[src/logic/core_defs.svh]
`ifndef CORE_DEFS_SVH
`define CORE_DEFS_SVH

// data path and address width
`define XLEN_W 32

// register index width, 32 registers per file
`define REG_A_W 5

// retired instruction counter
`define COUNT_W 32

// sequential fetch step, one 32-bit instruction
`define PC_STEP 4

// first fetch address
`define RESET_PC 0

`endif

[src/logic/core_pkg.sv]
`default_nettype none

`include "core_defs.svh"

package core_pkg;

   // what one stage knows about the instruction it holds
   typedef struct packed {
      logic [`XLEN_W-1:0]  pc;
      logic [`XLEN_W-1:0]  imm;
      logic [`REG_A_W-1:0] rd;
      logic [`REG_A_W-1:0] rs1;
      logic [`REG_A_W-1:0] rs2;
      logic                uses_reg;
      logic                writes_reg;
      logic                uses_freg;
      logic                writes_freg;
      logic                is_load;
      logic                jal;
      logic                jalr;
   } instr_desc_t;

   typedef struct packed {
      logic [`XLEN_W-1:0] rs1;
      logic [`XLEN_W-1:0] rs2;
   } operand_pair_t;

   // one bit per stage, used for done, valid and start
   typedef struct packed {
      logic fetch;
      logic decode;
      logic exec;
      logic mem;
      logic write;
   } stage_flags_t;

   typedef struct packed {
      logic               taken;
      logic [`XLEN_W-1:0] dest;
   } jump_t;

   // one = producer in exec, two = producer in mem
   typedef struct packed {
      logic int_one;
      logic int_two;
      logic fp_one;
      logic fp_two;
   } fwd_need_t;

   typedef enum logic [2:0] {
      act_advance,
      act_load_stall,
      act_stall_release,
      act_redirect,
      act_predict
   } ctrl_action_e;

endpackage

`default_nettype wire

[src/logic/jump_predict.sv]
`timescale 1ns/100ps
`default_nettype none

`include "core_defs.svh"

module jump_predict import core_pkg::*; (
   input  instr_desc_t        dec_desc,
   input  logic [`XLEN_W-1:0] fwd_rs1,
   input  stage_flags_t       stage_valid,
   input  stage_flags_t       stage_done,
   output logic [`XLEN_W-1:0] pred_pc,
   output logic               pred_avail
);

   logic               dec_avail;
   logic               is_jump;
   logic [`XLEN_W-1:0] base;
   logic [`XLEN_W-1:0] offset;

   //////////////////////////////////////////////////////////////////////
   // target
   //////////////////////////////////////////////////////////////////////
   // jal is pc relative, jalr uses rs1 after forwarding
   always_comb begin
      if (dec_desc.jalr) begin
         base = fwd_rs1;
      end else begin
         base = dec_desc.pc;
      end
   end

   // decoder already sign extends imm to full width
   assign offset  = dec_desc.imm;
   assign pred_pc = base + offset;

   //////////////////////////////////////////////////////////////////////
   // availability
   //////////////////////////////////////////////////////////////////////
   assign dec_avail  = stage_valid.decode && stage_done.decode;
   assign is_jump    = dec_desc.jal || dec_desc.jalr;
   assign pred_avail = dec_avail && is_jump;

endmodule

`default_nettype wire

[src/logic/operand_forward.sv]
`timescale 1ns/100ps
`default_nettype none

`include "core_defs.svh"

module operand_forward import core_pkg::*; (
   input  instr_desc_t        dec_desc,
   input  instr_desc_t        exe_desc,
   input  instr_desc_t        mem_desc,
   input  operand_pair_t      dec_regs,
   input  operand_pair_t      dec_fregs,
   input  logic [`XLEN_W-1:0] exe_result,
   input  logic [`XLEN_W-1:0] mem_result,
   input  stage_flags_t       stage_valid,
   input  stage_flags_t       stage_done,
   output fwd_need_t          fwd,
   output operand_pair_t      fwd_regs,
   output operand_pair_t      fwd_fregs,
   output logic               load_use
);

   logic exec_avail;
   logic mem_avail;

   // producer writes a register that decode reads
   function automatic logic hazard(
      input logic                dst_uses,
      input logic                src_writes,
      input logic                skip_zero,
      input logic [`REG_A_W-1:0] src_rd,
      input logic [`REG_A_W-1:0] dst_rs1,
      input logic [`REG_A_W-1:0] dst_rs2
   );
      logic hit;
      hit = (src_rd == dst_rs1) || (src_rd == dst_rs2);
      return dst_uses && src_writes && hit && !(skip_zero && src_rd == '0);
   endfunction

   // exec first, then mem, then register file
   function automatic logic [`XLEN_W-1:0] pick(
      input logic                need_one,
      input logic                need_two,
      input logic [`REG_A_W-1:0] rs,
      input logic [`XLEN_W-1:0]  rf_val
   );
      logic [`XLEN_W-1:0] val;
      if (need_one && exec_avail && exe_desc.rd == rs) begin
         val = exe_result;
      end else if (need_two && mem_avail && mem_desc.rd == rs) begin
         val = mem_result;
      end else begin
         val = rf_val;
      end
      return val;
   endfunction

   assign exec_avail = stage_valid.exec && stage_done.exec;
   assign mem_avail  = stage_valid.mem && stage_done.mem;

   //////////////////////////////////////////////////////////////////////
   // hazard detection
   //////////////////////////////////////////////////////////////////////
   // integer x0 is never forwarded, float f0 is a real register
   assign fwd.int_one = hazard(dec_desc.uses_reg, exe_desc.writes_reg, 1'b1,
                               exe_desc.rd, dec_desc.rs1, dec_desc.rs2);
   assign fwd.int_two = hazard(dec_desc.uses_reg, mem_desc.writes_reg, 1'b1,
                               mem_desc.rd, dec_desc.rs1, dec_desc.rs2);
   assign fwd.fp_one  = hazard(dec_desc.uses_freg, exe_desc.writes_freg, 1'b0,
                               exe_desc.rd, dec_desc.rs1, dec_desc.rs2);
   assign fwd.fp_two  = hazard(dec_desc.uses_freg, mem_desc.writes_freg, 1'b0,
                               mem_desc.rd, dec_desc.rs1, dec_desc.rs2);

   // load result not there until mem finishes
   assign load_use = exe_desc.is_load && exec_avail && (fwd.int_one || fwd.fp_one);

   //////////////////////////////////////////////////////////////////////
   // operand select
   //////////////////////////////////////////////////////////////////////
   always_comb begin
      fwd_regs.rs1  = pick(fwd.int_one, fwd.int_two, dec_desc.rs1, dec_regs.rs1);
      fwd_regs.rs2  = pick(fwd.int_one, fwd.int_two, dec_desc.rs2, dec_regs.rs2);
      fwd_fregs.rs1 = pick(fwd.fp_one, fwd.fp_two, dec_desc.rs1, dec_fregs.rs1);
      fwd_fregs.rs2 = pick(fwd.fp_one, fwd.fp_two, dec_desc.rs2, dec_fregs.rs2);
   end

endmodule

`default_nettype wire

[src/logic/pipe_ctrl_top.sv]
`timescale 1ns/100ps
`default_nettype none

`include "core_defs.svh"

module pipe_ctrl_top import core_pkg::*; (
   input  logic                clk,
   input  logic                rstn,
   input  stage_flags_t        stage_done,
   input  instr_desc_t         dec_desc,
   input  instr_desc_t         exe_desc,
   input  instr_desc_t         mem_desc,
   input  operand_pair_t       dec_regs,
   input  operand_pair_t       dec_fregs,
   input  logic [`XLEN_W-1:0]  exe_result,
   input  logic [`XLEN_W-1:0]  mem_result,
   input  jump_t               exe_jump,
   output logic [`XLEN_W-1:0]  pc,
   output stage_flags_t        stage_valid,
   output stage_flags_t        stage_start,
   output operand_pair_t       exe_operands,
   output operand_pair_t       exe_foperands,
   output logic [`COUNT_W-1:0] retired
);

   fwd_need_t          fwd;
   operand_pair_t      fwd_regs;
   operand_pair_t      fwd_fregs;
   logic               load_use;
   logic [`XLEN_W-1:0] pred_pc;
   logic               pred_avail;

   operand_forward u_fwd (
      .dec_desc    (dec_desc),
      .exe_desc    (exe_desc),
      .mem_desc    (mem_desc),
      .dec_regs    (dec_regs),
      .dec_fregs   (dec_fregs),
      .exe_result  (exe_result),
      .mem_result  (mem_result),
      .stage_valid (stage_valid),
      .stage_done  (stage_done),
      .fwd         (fwd),
      .fwd_regs    (fwd_regs),
      .fwd_fregs   (fwd_fregs),
      .load_use    (load_use)
   );

   // jalr base comes from the forwarded rs1
   jump_predict u_pred (
      .dec_desc    (dec_desc),
      .fwd_rs1     (fwd_regs.rs1),
      .stage_valid (stage_valid),
      .stage_done  (stage_done),
      .pred_pc     (pred_pc),
      .pred_avail  (pred_avail)
   );

   pipe_sequencer u_seq (
      .clk           (clk),
      .rstn          (rstn),
      .stage_done    (stage_done),
      .dec_desc      (dec_desc),
      .exe_desc      (exe_desc),
      .exe_jump      (exe_jump),
      .fwd           (fwd),
      .load_use      (load_use),
      .pred_avail    (pred_avail),
      .pred_pc       (pred_pc),
      .fwd_regs      (fwd_regs),
      .fwd_fregs     (fwd_fregs),
      .pc            (pc),
      .stage_valid   (stage_valid),
      .stage_start   (stage_start),
      .exe_operands  (exe_operands),
      .exe_foperands (exe_foperands),
      .retired       (retired)
   );

endmodule

`default_nettype wire

[src/logic/pipe_sequencer.sv]
`timescale 1ns/100ps
`default_nettype none

`include "core_defs.svh"

module pipe_sequencer import core_pkg::*; (
   input  logic               clk,
   input  logic               rstn,
   input  stage_flags_t       stage_done,
   input  instr_desc_t        dec_desc,
   input  instr_desc_t        exe_desc,
   input  jump_t              exe_jump,
   input  fwd_need_t          fwd,
   input  logic               load_use,
   input  logic               pred_avail,
   input  logic [`XLEN_W-1:0] pred_pc,
   input  operand_pair_t      fwd_regs,
   input  operand_pair_t      fwd_fregs,
   output logic [`XLEN_W-1:0] pc,
   output stage_flags_t       stage_valid,
   output stage_flags_t       stage_start,
   output operand_pair_t      exe_operands,
   output operand_pair_t      exe_foperands,
   output logic [`COUNT_W-1:0] retired
);

   logic               stall;
   logic               all_done;
   logic               advance;
   logic               exec_avail;
   logic               mem_avail;
   logic               redirect;
   ctrl_action_e       action;
   logic [`XLEN_W-1:0] pc_next;
   stage_flags_t       valid_next;
   stage_flags_t       start_next;
   logic               latch_en;

   // stage that is not valid counts as done
   assign all_done   = &(stage_done | ~stage_valid);
   assign advance    = all_done;
   assign exec_avail = stage_valid.exec && stage_done.exec;
   assign mem_avail  = stage_valid.mem && stage_done.mem;

   // jal/jalr already went through prediction at decode
   assign redirect = exec_avail && exe_jump.taken && !(exe_desc.jal || exe_desc.jalr);

   //////////////////////////////////////////////////////////////////////
   // action priority
   //////////////////////////////////////////////////////////////////////
   always_comb begin
      if (stall) begin
         action = act_stall_release;
      end else if (load_use) begin
         action = act_load_stall;
      end else if (redirect) begin
         action = act_redirect;
      end else if (pred_avail) begin
         action = act_predict;
      end else begin
         action = act_advance;
      end
   end

   always_comb begin
      pc_next          = pc + `XLEN_W'(`PC_STEP);
      valid_next       = stage_valid;
      valid_next.fetch = 1'b1;
      valid_next.mem   = exec_avail;
      valid_next.write = mem_avail;
      latch_en         = 1'b1;
      unique case (action)
         act_stall_release: begin
            valid_next.exec = 1'b1;
            if (dec_desc.jalr) begin
               pc_next           = pred_pc;
               valid_next.decode = 1'b0;
            end else begin
               valid_next.decode = 1'b1;
            end
         end
         act_load_stall: begin
            // decode runs again with the load result
            pc_next           = pc;
            valid_next.decode = 1'b1;
            valid_next.exec   = 1'b0;
            latch_en          = 1'b0;
         end
         act_redirect: begin
            pc_next           = exe_jump.dest;
            valid_next.decode = 1'b0;
            valid_next.exec   = 1'b0;
            latch_en          = 1'b0;
         end
         act_predict: begin
            pc_next           = pred_pc;
            valid_next.decode = 1'b0;
            valid_next.exec   = 1'b1;
         end
         default: begin
            valid_next.decode = stage_done.fetch;
            valid_next.exec   = stage_done.decode && stage_valid.decode;
         end
      endcase
      start_next       = valid_next;
      // fetched word is kept across the stall
      start_next.fetch = (action != act_load_stall);
   end

   //////////////////////////////////////////////////////////////////////
   // state
   //////////////////////////////////////////////////////////////////////
   always_ff @(posedge clk) begin
      if (rstn) begin
         pc          <= `XLEN_W'(`RESET_PC);
         stage_valid <= '{fetch: 1'b1, default: 1'b0};
         stage_start <= '{fetch: 1'b1, default: 1'b0};
         stall       <= 1'b0;
         retired     <= '0;
      end else if (advance) begin
         pc          <= pc_next;
         stage_valid <= valid_next;
         stage_start <= start_next;
         stall       <= (action == act_load_stall);
         if (stage_valid.write) begin
            retired <= retired + `COUNT_W'(1);
         end
      end else begin
         stage_start <= '0;
      end
   end

   // operands for the instruction entering exec
   always_ff @(posedge clk) begin
      if (!rstn && advance && latch_en) begin
         exe_operands  <= fwd_regs;
         exe_foperands <= fwd_fregs;
      end
   end

   //////////////////////////////////////////////////////////////////////
   // checks
   //////////////////////////////////////////////////////////////////////
   a_start_valid: assert property (@(posedge clk) disable iff (rstn)
      (stage_start & ~stage_valid) == '0);

   a_stall_once: assert property (@(posedge clk) disable iff (rstn)
      advance && stall |=> !stall);

   a_reset_pc: assert property (@(posedge clk)
      $fell(rstn) |-> pc == `XLEN_W'(`RESET_PC));

endmodule

`default_nettype wire
[config.mk]
export PLATFORM = sky130hd
export DESIGN_NAME = pipe_ctrl_top
export DESIGN_NICKNAME = d
export VERILOG_FILES = /design/src/logic/core_pkg.sv /design/src/logic/jump_predict.sv /design/src/logic/operand_forward.sv /design/src/logic/pipe_ctrl_top.sv /design/src/logic/pipe_sequencer.sv
export VERILOG_INCLUDE_DIRS = /design/src /design/src/logic
export SDC_FILE = /design/constraint.sdc
export NUM_CORES = 1
export LEC_CHECK = 0
export BUFFER_PORTS_ARGS = -buffer_cell sky130_fd_sc_hd__buf_2
export CAP_MARGIN = 20
export CORE_AREA = 2 2 273 275
export CTS_BUF_LIST = sky130_fd_sc_hd__clkbuf_8
export DETAILED_ROUTE_END_ITERATION = 10
export DIE_AREA = 0 0 275 277
export SLEW_MARGIN = 20
export SYNTH_ARGS = -nofsm -noshare
export SYNTH_HDL_FRONTEND = slang
export SYNTH_SLANG_ARGS = --single-unit
[constraint.sdc]
create_clock -name clk -period 12.44 [get_ports clk]
set_input_delay 0.622 -clock clk [delete_from_list [all_inputs] [get_ports clk]]
set_output_delay 0.622 -clock clk [all_outputs]
set_load 0.005 [all_outputs]
======== Word-level counts from Yosys, hierarchy flattened ========
Cells that the tools add are included.
storage, ports and cells
  register bits ........................... 202
  input bits .............................. 490
  output and inout bits ................... 202
  logic and storage cells ................. 99
cells by class
  $add $sub $neg .......................... 3
  muxes and demuxes ....................... 19
  reduce and logical (&&, ||, !) cells .... 48
  bitwise operators ....................... 4
  equal/unequal tests ..................... 9
operators by type and width
  kind                                                 count
  2-to-1 mux 32 bit                                    10
  one-hot mux 32 bit (4 select lines)                  1
  adder 32 x 1 -> 32 bit, second input constant        1
  adder 32 x 3 -> 32 bit, second input constant        1
  adder 32 bit                                         1
  logical AND 1 bit                                    32
  equality test 5 bit                                  4
  2-to-1 mux 3 bit                                     4
  AND reduction 6 bit                                  2
  logical NOT 5 bit                                    2
  one-hot mux 2 bit (4 select lines)                   1
  equality test 3 x 2 -> 1 bit, second input constant  2
  logical OR 1 bit                                     5
  2-to-1 mux 5 bit                                     1
  inverter 5 bit                                       1
  OR 5 bit                                             1
  AND reduction 5 bit                                  1
  logical NOT 1 bit                                    4
  OR reduction 2 bit                                   2
  equality test 3 x 1 -> 1 bit, second input constant  1
  equality test 3 bit, second input constant           1
  != test 3 x 1 -> 1 bit, second input constant        1
  2-to-1 mux 1 bit                                     2
  inverter 1 bit                                       2

======== Depth between registers and ports, before layout ========
  depth in word-level cells ............... 12
  depth in mapped cells ................... 18
  depth with buffers taken out ............ 16

======== Hierarchy ========
From an unflattened synthesis, not the netlist that was laid out.
unflattened totals
  cell total of the unflattened synthesis .. 1615
  area, all modules ....................... 14232.4 µm²
modules (own cells, without submodules)
  module           seq. area each (µm²)  instances  cells each  area an instance (µm²)
  pipe_sequencer   5325.1                1          651         7998.9
  operand_forward  0.0                   1          696         4164.0
  jump_predict     0.0                   1          268         2069.5

======== Least setup slack after synthesis ========
No wires, ideal clock.
  path type ............................... input-to-reg
  start ................................... input port exe_desc[19] in the netlist's numbering
  end ..................................... register, netlist name u_seq.exe_foperands[0]
  buffers on the path ..................... 1
  stages .................................. 7
  library setup time ...................... 0.773 ns
  path slack .............................. 0.996 ns
  data required time ...................... 11.667 ns
  arrival time ............................ 10.671 ns
  cell sequence ........................... or4_1 > o211ai_2 > a21oi_1 > o21ai_2 > o21ai_1 > clkbuf_1 > nor3_1
between the ends
  cells in the longest elaborated chain, start to end .. 12
  elaborated cells on any way between the ends .. 17
  those cells by class .................... 4 x eq/ne; 3 x mux; 10 x reduce/logical
ends and longest elaborated chain
  what                                                                                 RTL line               source
  start, declared                                                                      pipe_ctrl_top.sv:11    input instr_desc_t exe_desc,
  equality test 5 bit                                                                  operand_forward.sv:35  hit = (src_rd == dst_rs1) || (src_rd == dst_rs2);
  logical OR 1 bit                                                                     operand_forward.sv:35
  logical AND 1 bit (2 in a row)                                                       operand_forward.sv:36  return dst_uses && src_writes && hit && !(skip_zero && src_rd == '0);
  logical OR 1 bit *                                                                   operand_forward.sv:74  assign load_use = exe_desc.is_load && exec_avail && (fwd.int_one || fwd.fp_one);
  logical AND 1 bit *                                                                  operand_forward.sv:74
  2-to-1 mux 3 bit *                                                                   pipe_sequencer.sv:54   end else if (load_use) begin
  2-to-1 mux 3 bit *                                                                   pipe_sequencer.sv:52   if (stall) begin
  equality test 3 x 2 -> 1 bit / equality test 3 x 1 -> 1 bit (equally long branches)  pipe_sequencer.sv:72   unique case (action)
  OR reduction 2 bit (no line) *                                                       n/a
  2-to-1 mux 1 bit *                                                                   pipe_sequencer.sv:72
  logical AND 1 bit *                                                                  pipe_sequencer.sv:135  if (!rstn && advance && latch_en) begin
Mark *: on every way between the ends. The rest lies on a longest branch, timed or not.
A chain may end at the register's enable or synchronous reset.

==> results.cfg <==
[outcome]
run_status = finished clean

[clocking]
sink_count = 202
numCtsBuffers = 40
cts_post_setup_buffers_inserted = 0
cts_resized = 0
cts_root_buf = clkbuf_8
cts_tree = built
cts_max_level = 2
clock_insertion_delay_worst_skew_ns = 0.59
worst_path_clk_slew_ns = 0.06
hold_buffers = 0
cts.path.max_buffers = 3

[synthesis]
synth_enable_flop_cells = 128
synth.yosys.warnings = 0
netlist_area_sq_um = 12800
synth_top_flop_cell = edfxtp_1
asyncSetResetFlopFracSynth_pct = 0
synth_commonest_cells = nor2_1 (183), a21oi_1 (160), mux2i_1 (130), edfxtp_1 (128), nand2_1 (102)
netlist_top_cells_area = edfxtp_1 (30%), dfxtp_1 (12%), mux2i_1 (10%), a21oi_1 (6.3%), nor2_1 (5.4%)
yosys.area.top_type_share_pct = 30.0
synth_top_cell_by_area = edfxtp_1
mappedNetlistNets = 1911
synth_cell_types = 70
synth-seq-cells = 202
synth-seq-area-share_pct = 41.6
synthCells = 1380
synth_most_common_cell = nor2_1
syn-mean-instance-area_sq_um = 9.27

[routing]
drt-initial-drc-count = 758
postRouteWirelength_microns = 59700
drc = 0
drt.antenna.violating_nets = 0
post_drt_via_cell_ratio = 4.38
routed_wire_length_per_instance_microns = 20.6
dr_total_vias = 12700
drt-pass1-iter-count = 6

[timing]
slew_headroom_pct = 31.1
timing.final.crit_share_pct = 45.3
max_freq_mhz = 177
setup_viol = 0
rsz0062_at_grt = false
totalNegativeSetupSlack_ns = 0
slew_violations = 0
finalCriticalPeriod_ns = 5.64
skew_ns = 0.0219
max_slew.worst_pin.slew_ns = 1.03
number_of_hold_violations_in_the_final_report = 0

[placement]
place_hpwl_microns = 47200
buffer_ports.inserted = 527
place.gp.congestion = 0.910

[grt]
overflow = 0
antenna_violations_before_repair = 27
pin_count_of_the_biggest_net_entering_global_routing = 73
via_count_of_the_first_global_routing_pass = 12000
grt_usage_pct = 14.8
first_pass_grt_wire_length_microns = 82500

[critical_path]
category_of_the_most_critical_setup_path = reg -> reg
critical_path_arrival_ns = 6.16
cp-end-kind = flip-flop
worstSetupStartpoint = u_seq.stage_valid[2]$_SDFFE_PP0P_
data_required_time_at_the_worst_endpoint_ns = 12.97
cp-start-kind = flip-flop
worstReg2RegStart = u_seq.stage_valid[2]$_SDFFE_PP0P_
critical_path_peak_fanout = 46
worst_r2r_path_depth = 16

[power_and_ir_drop]
power_per_cell_area_nw_per_um2 = 107
power.ir.vdd_worst_uv = 58.7
static-leakage-power_uw = 0.00718
p_total_uw = 1860

[min_path]
worstHoldStart = exe_jump[25]
hold_path.class = in -> reg
min_path_cells = 3

[run]
cap_violations = 0

[finish]
nets = 2420
area_growth_syn_to_layout_pct = 35.3
drive_gt1_share_pct = 33.8

[die]
floorplan.die.height_microns = 277
design.core.area_sq_um = 73600
floorplan.initialDensity_pct = 17.4
die_x_microns = 275
floorplan.io_pins = 692
die-area_sq_um = 76200
std_cell_rows = 100
-- cell usage in the layout, fill, tap and decap left out, drive strengths merged, types with 4 or more instances in the layout --
master	count
o21ai	77
o211a	4
clkbuf	44
mux2	33
a31oi	5
xor2	44
edfxtp	128
inv	37
and3	13
a2bb2oi	5
clkinv	9
o2111ai	4
nor2b	6
a211o	4
nor2	183
nand2	102
nand4	24
ha	40
a21o	15
a211oi	8
o211ai	9
a221oi	23
nor3	23
a32oi	4
and4	6
diode	7
xnor2	43
o21a	8
or3	5
a222oi	4
mux2i	130
buf	545
nand2b	5
nand3	39
nor4	4
a21oi	160
and2	8
dfxtp	74
-- critical path, cell delays in order, from the launching register on --
cell	delay, ns
dfxtp_1	0.44
nand2_1	0.28
or4_2	0.95
buf_4	0.37
nor2_1	0.16
a21oi_1	0.10
mux2_2	0.41
ha_1	0.29
fa_1	0.42
nand3_1	0.15
a2111oi_0	0.14
nor3_1	0.54
nor3_1	0.22
o2111ai_1	0.23
o211a_1	0.30
mux2i_1	0.33
o221a_2	0.24
-- worst paths after layout --
kind                                          to  slack, ns
setup / recovery       u_seq.pc[28]$_SDFFE_PP0P_       6.80
hold / removal         u_seq.pc[25]$_SDFFE_PP0P_       0.34
setup reg to reg       u_seq.pc[28]$_SDFFE_PP0P_       6.80
hold reg to reg   u_seq.retired[31]$_SDFFE_PP0P_       0.49
-- metal layers --
metal | up-vias | GRT usage [%] | routed length, microns
met2 | 527 | 23.7 | 26900
met3 | 89 | 3.85 | 5020
met5 | - | 0 | 100
li1 | 6113 | - | -
met4 | 16 | 4.64 | 1430
met1 | 5926 | 19.2 | 26200
-- report_power, final --
part | leakage (uW) | total, uW | internal [uW] | switching (uW)
clock | 0.000451 | 703 | 386 | 316
sequential | 0.00180 | 773 | 750 | 22.6
combinational | 0.00494 | 384 | 156 | 229
total | 0.00718 | 1860 | 1290 | 568
-- through the flow --
stage | instances | hold WS, ns | instance area, sq um | setup WS, ns | utilization, %
global route | 2891 | 0.296 | 17300 | 6.36 | 23.5
finish | 2893 | 0.340 | 17300 | 6.80 | 23.5
detailed placement | 2816 | 0.483 | 16500 | 6.29 | 22.4
global placement | 2816 | 0.465 | 16500 | 6.28 | 22.4
floorplan | 1380 | 0.474 | 12800 | 0.996 | -
CTS | 2886 | 0.262 | 17300 | 6.60 | 23.5
-- logic make-up (layout without fill, tap and decap cells) --
family | Yosys count | after routing | share of synthesized area [%]
and+or+nand+nor | 427 | 427 | 14.9
AOI/OAI and AO/OA | 357 | 357 | 17.2
DFF | 202 | 202 | 41.6
muxes | 163 | 163 | 13.1
buffers and inverters | 102 | 639 | 3.12
xor gates and xnor gates | 87 | 87 | 5.96
adders and majority gates | 41 | 41 | 4.07
other | 1 | 8 | 0.0293
-- registers in the layout, summed over array words and instances, names as in the netlist --
name                 flops
u_seq.stall              1
u_seq.stage_valid        4
u_seq.exe_operands      64
u_seq.pc                32
u_seq.stage_start        5
u_seq.retired           32
u_seq.exe_foperands     64
-- cell type report --
cell class | count | area (sq um)
flip-flops and latches | 202 | 5330
fillers | 8121 | 56300
repair buffers | 545 | 2770
multi-input cells | 1076 | 7100
inverters | 24 | 90.1
clock buffers | 44 | 606
diodes | 7 | 17.5
well taps | 969 | 1210
clock inverters | 26 | 190
Note: power is estimated with default switching activity, not from simulation.
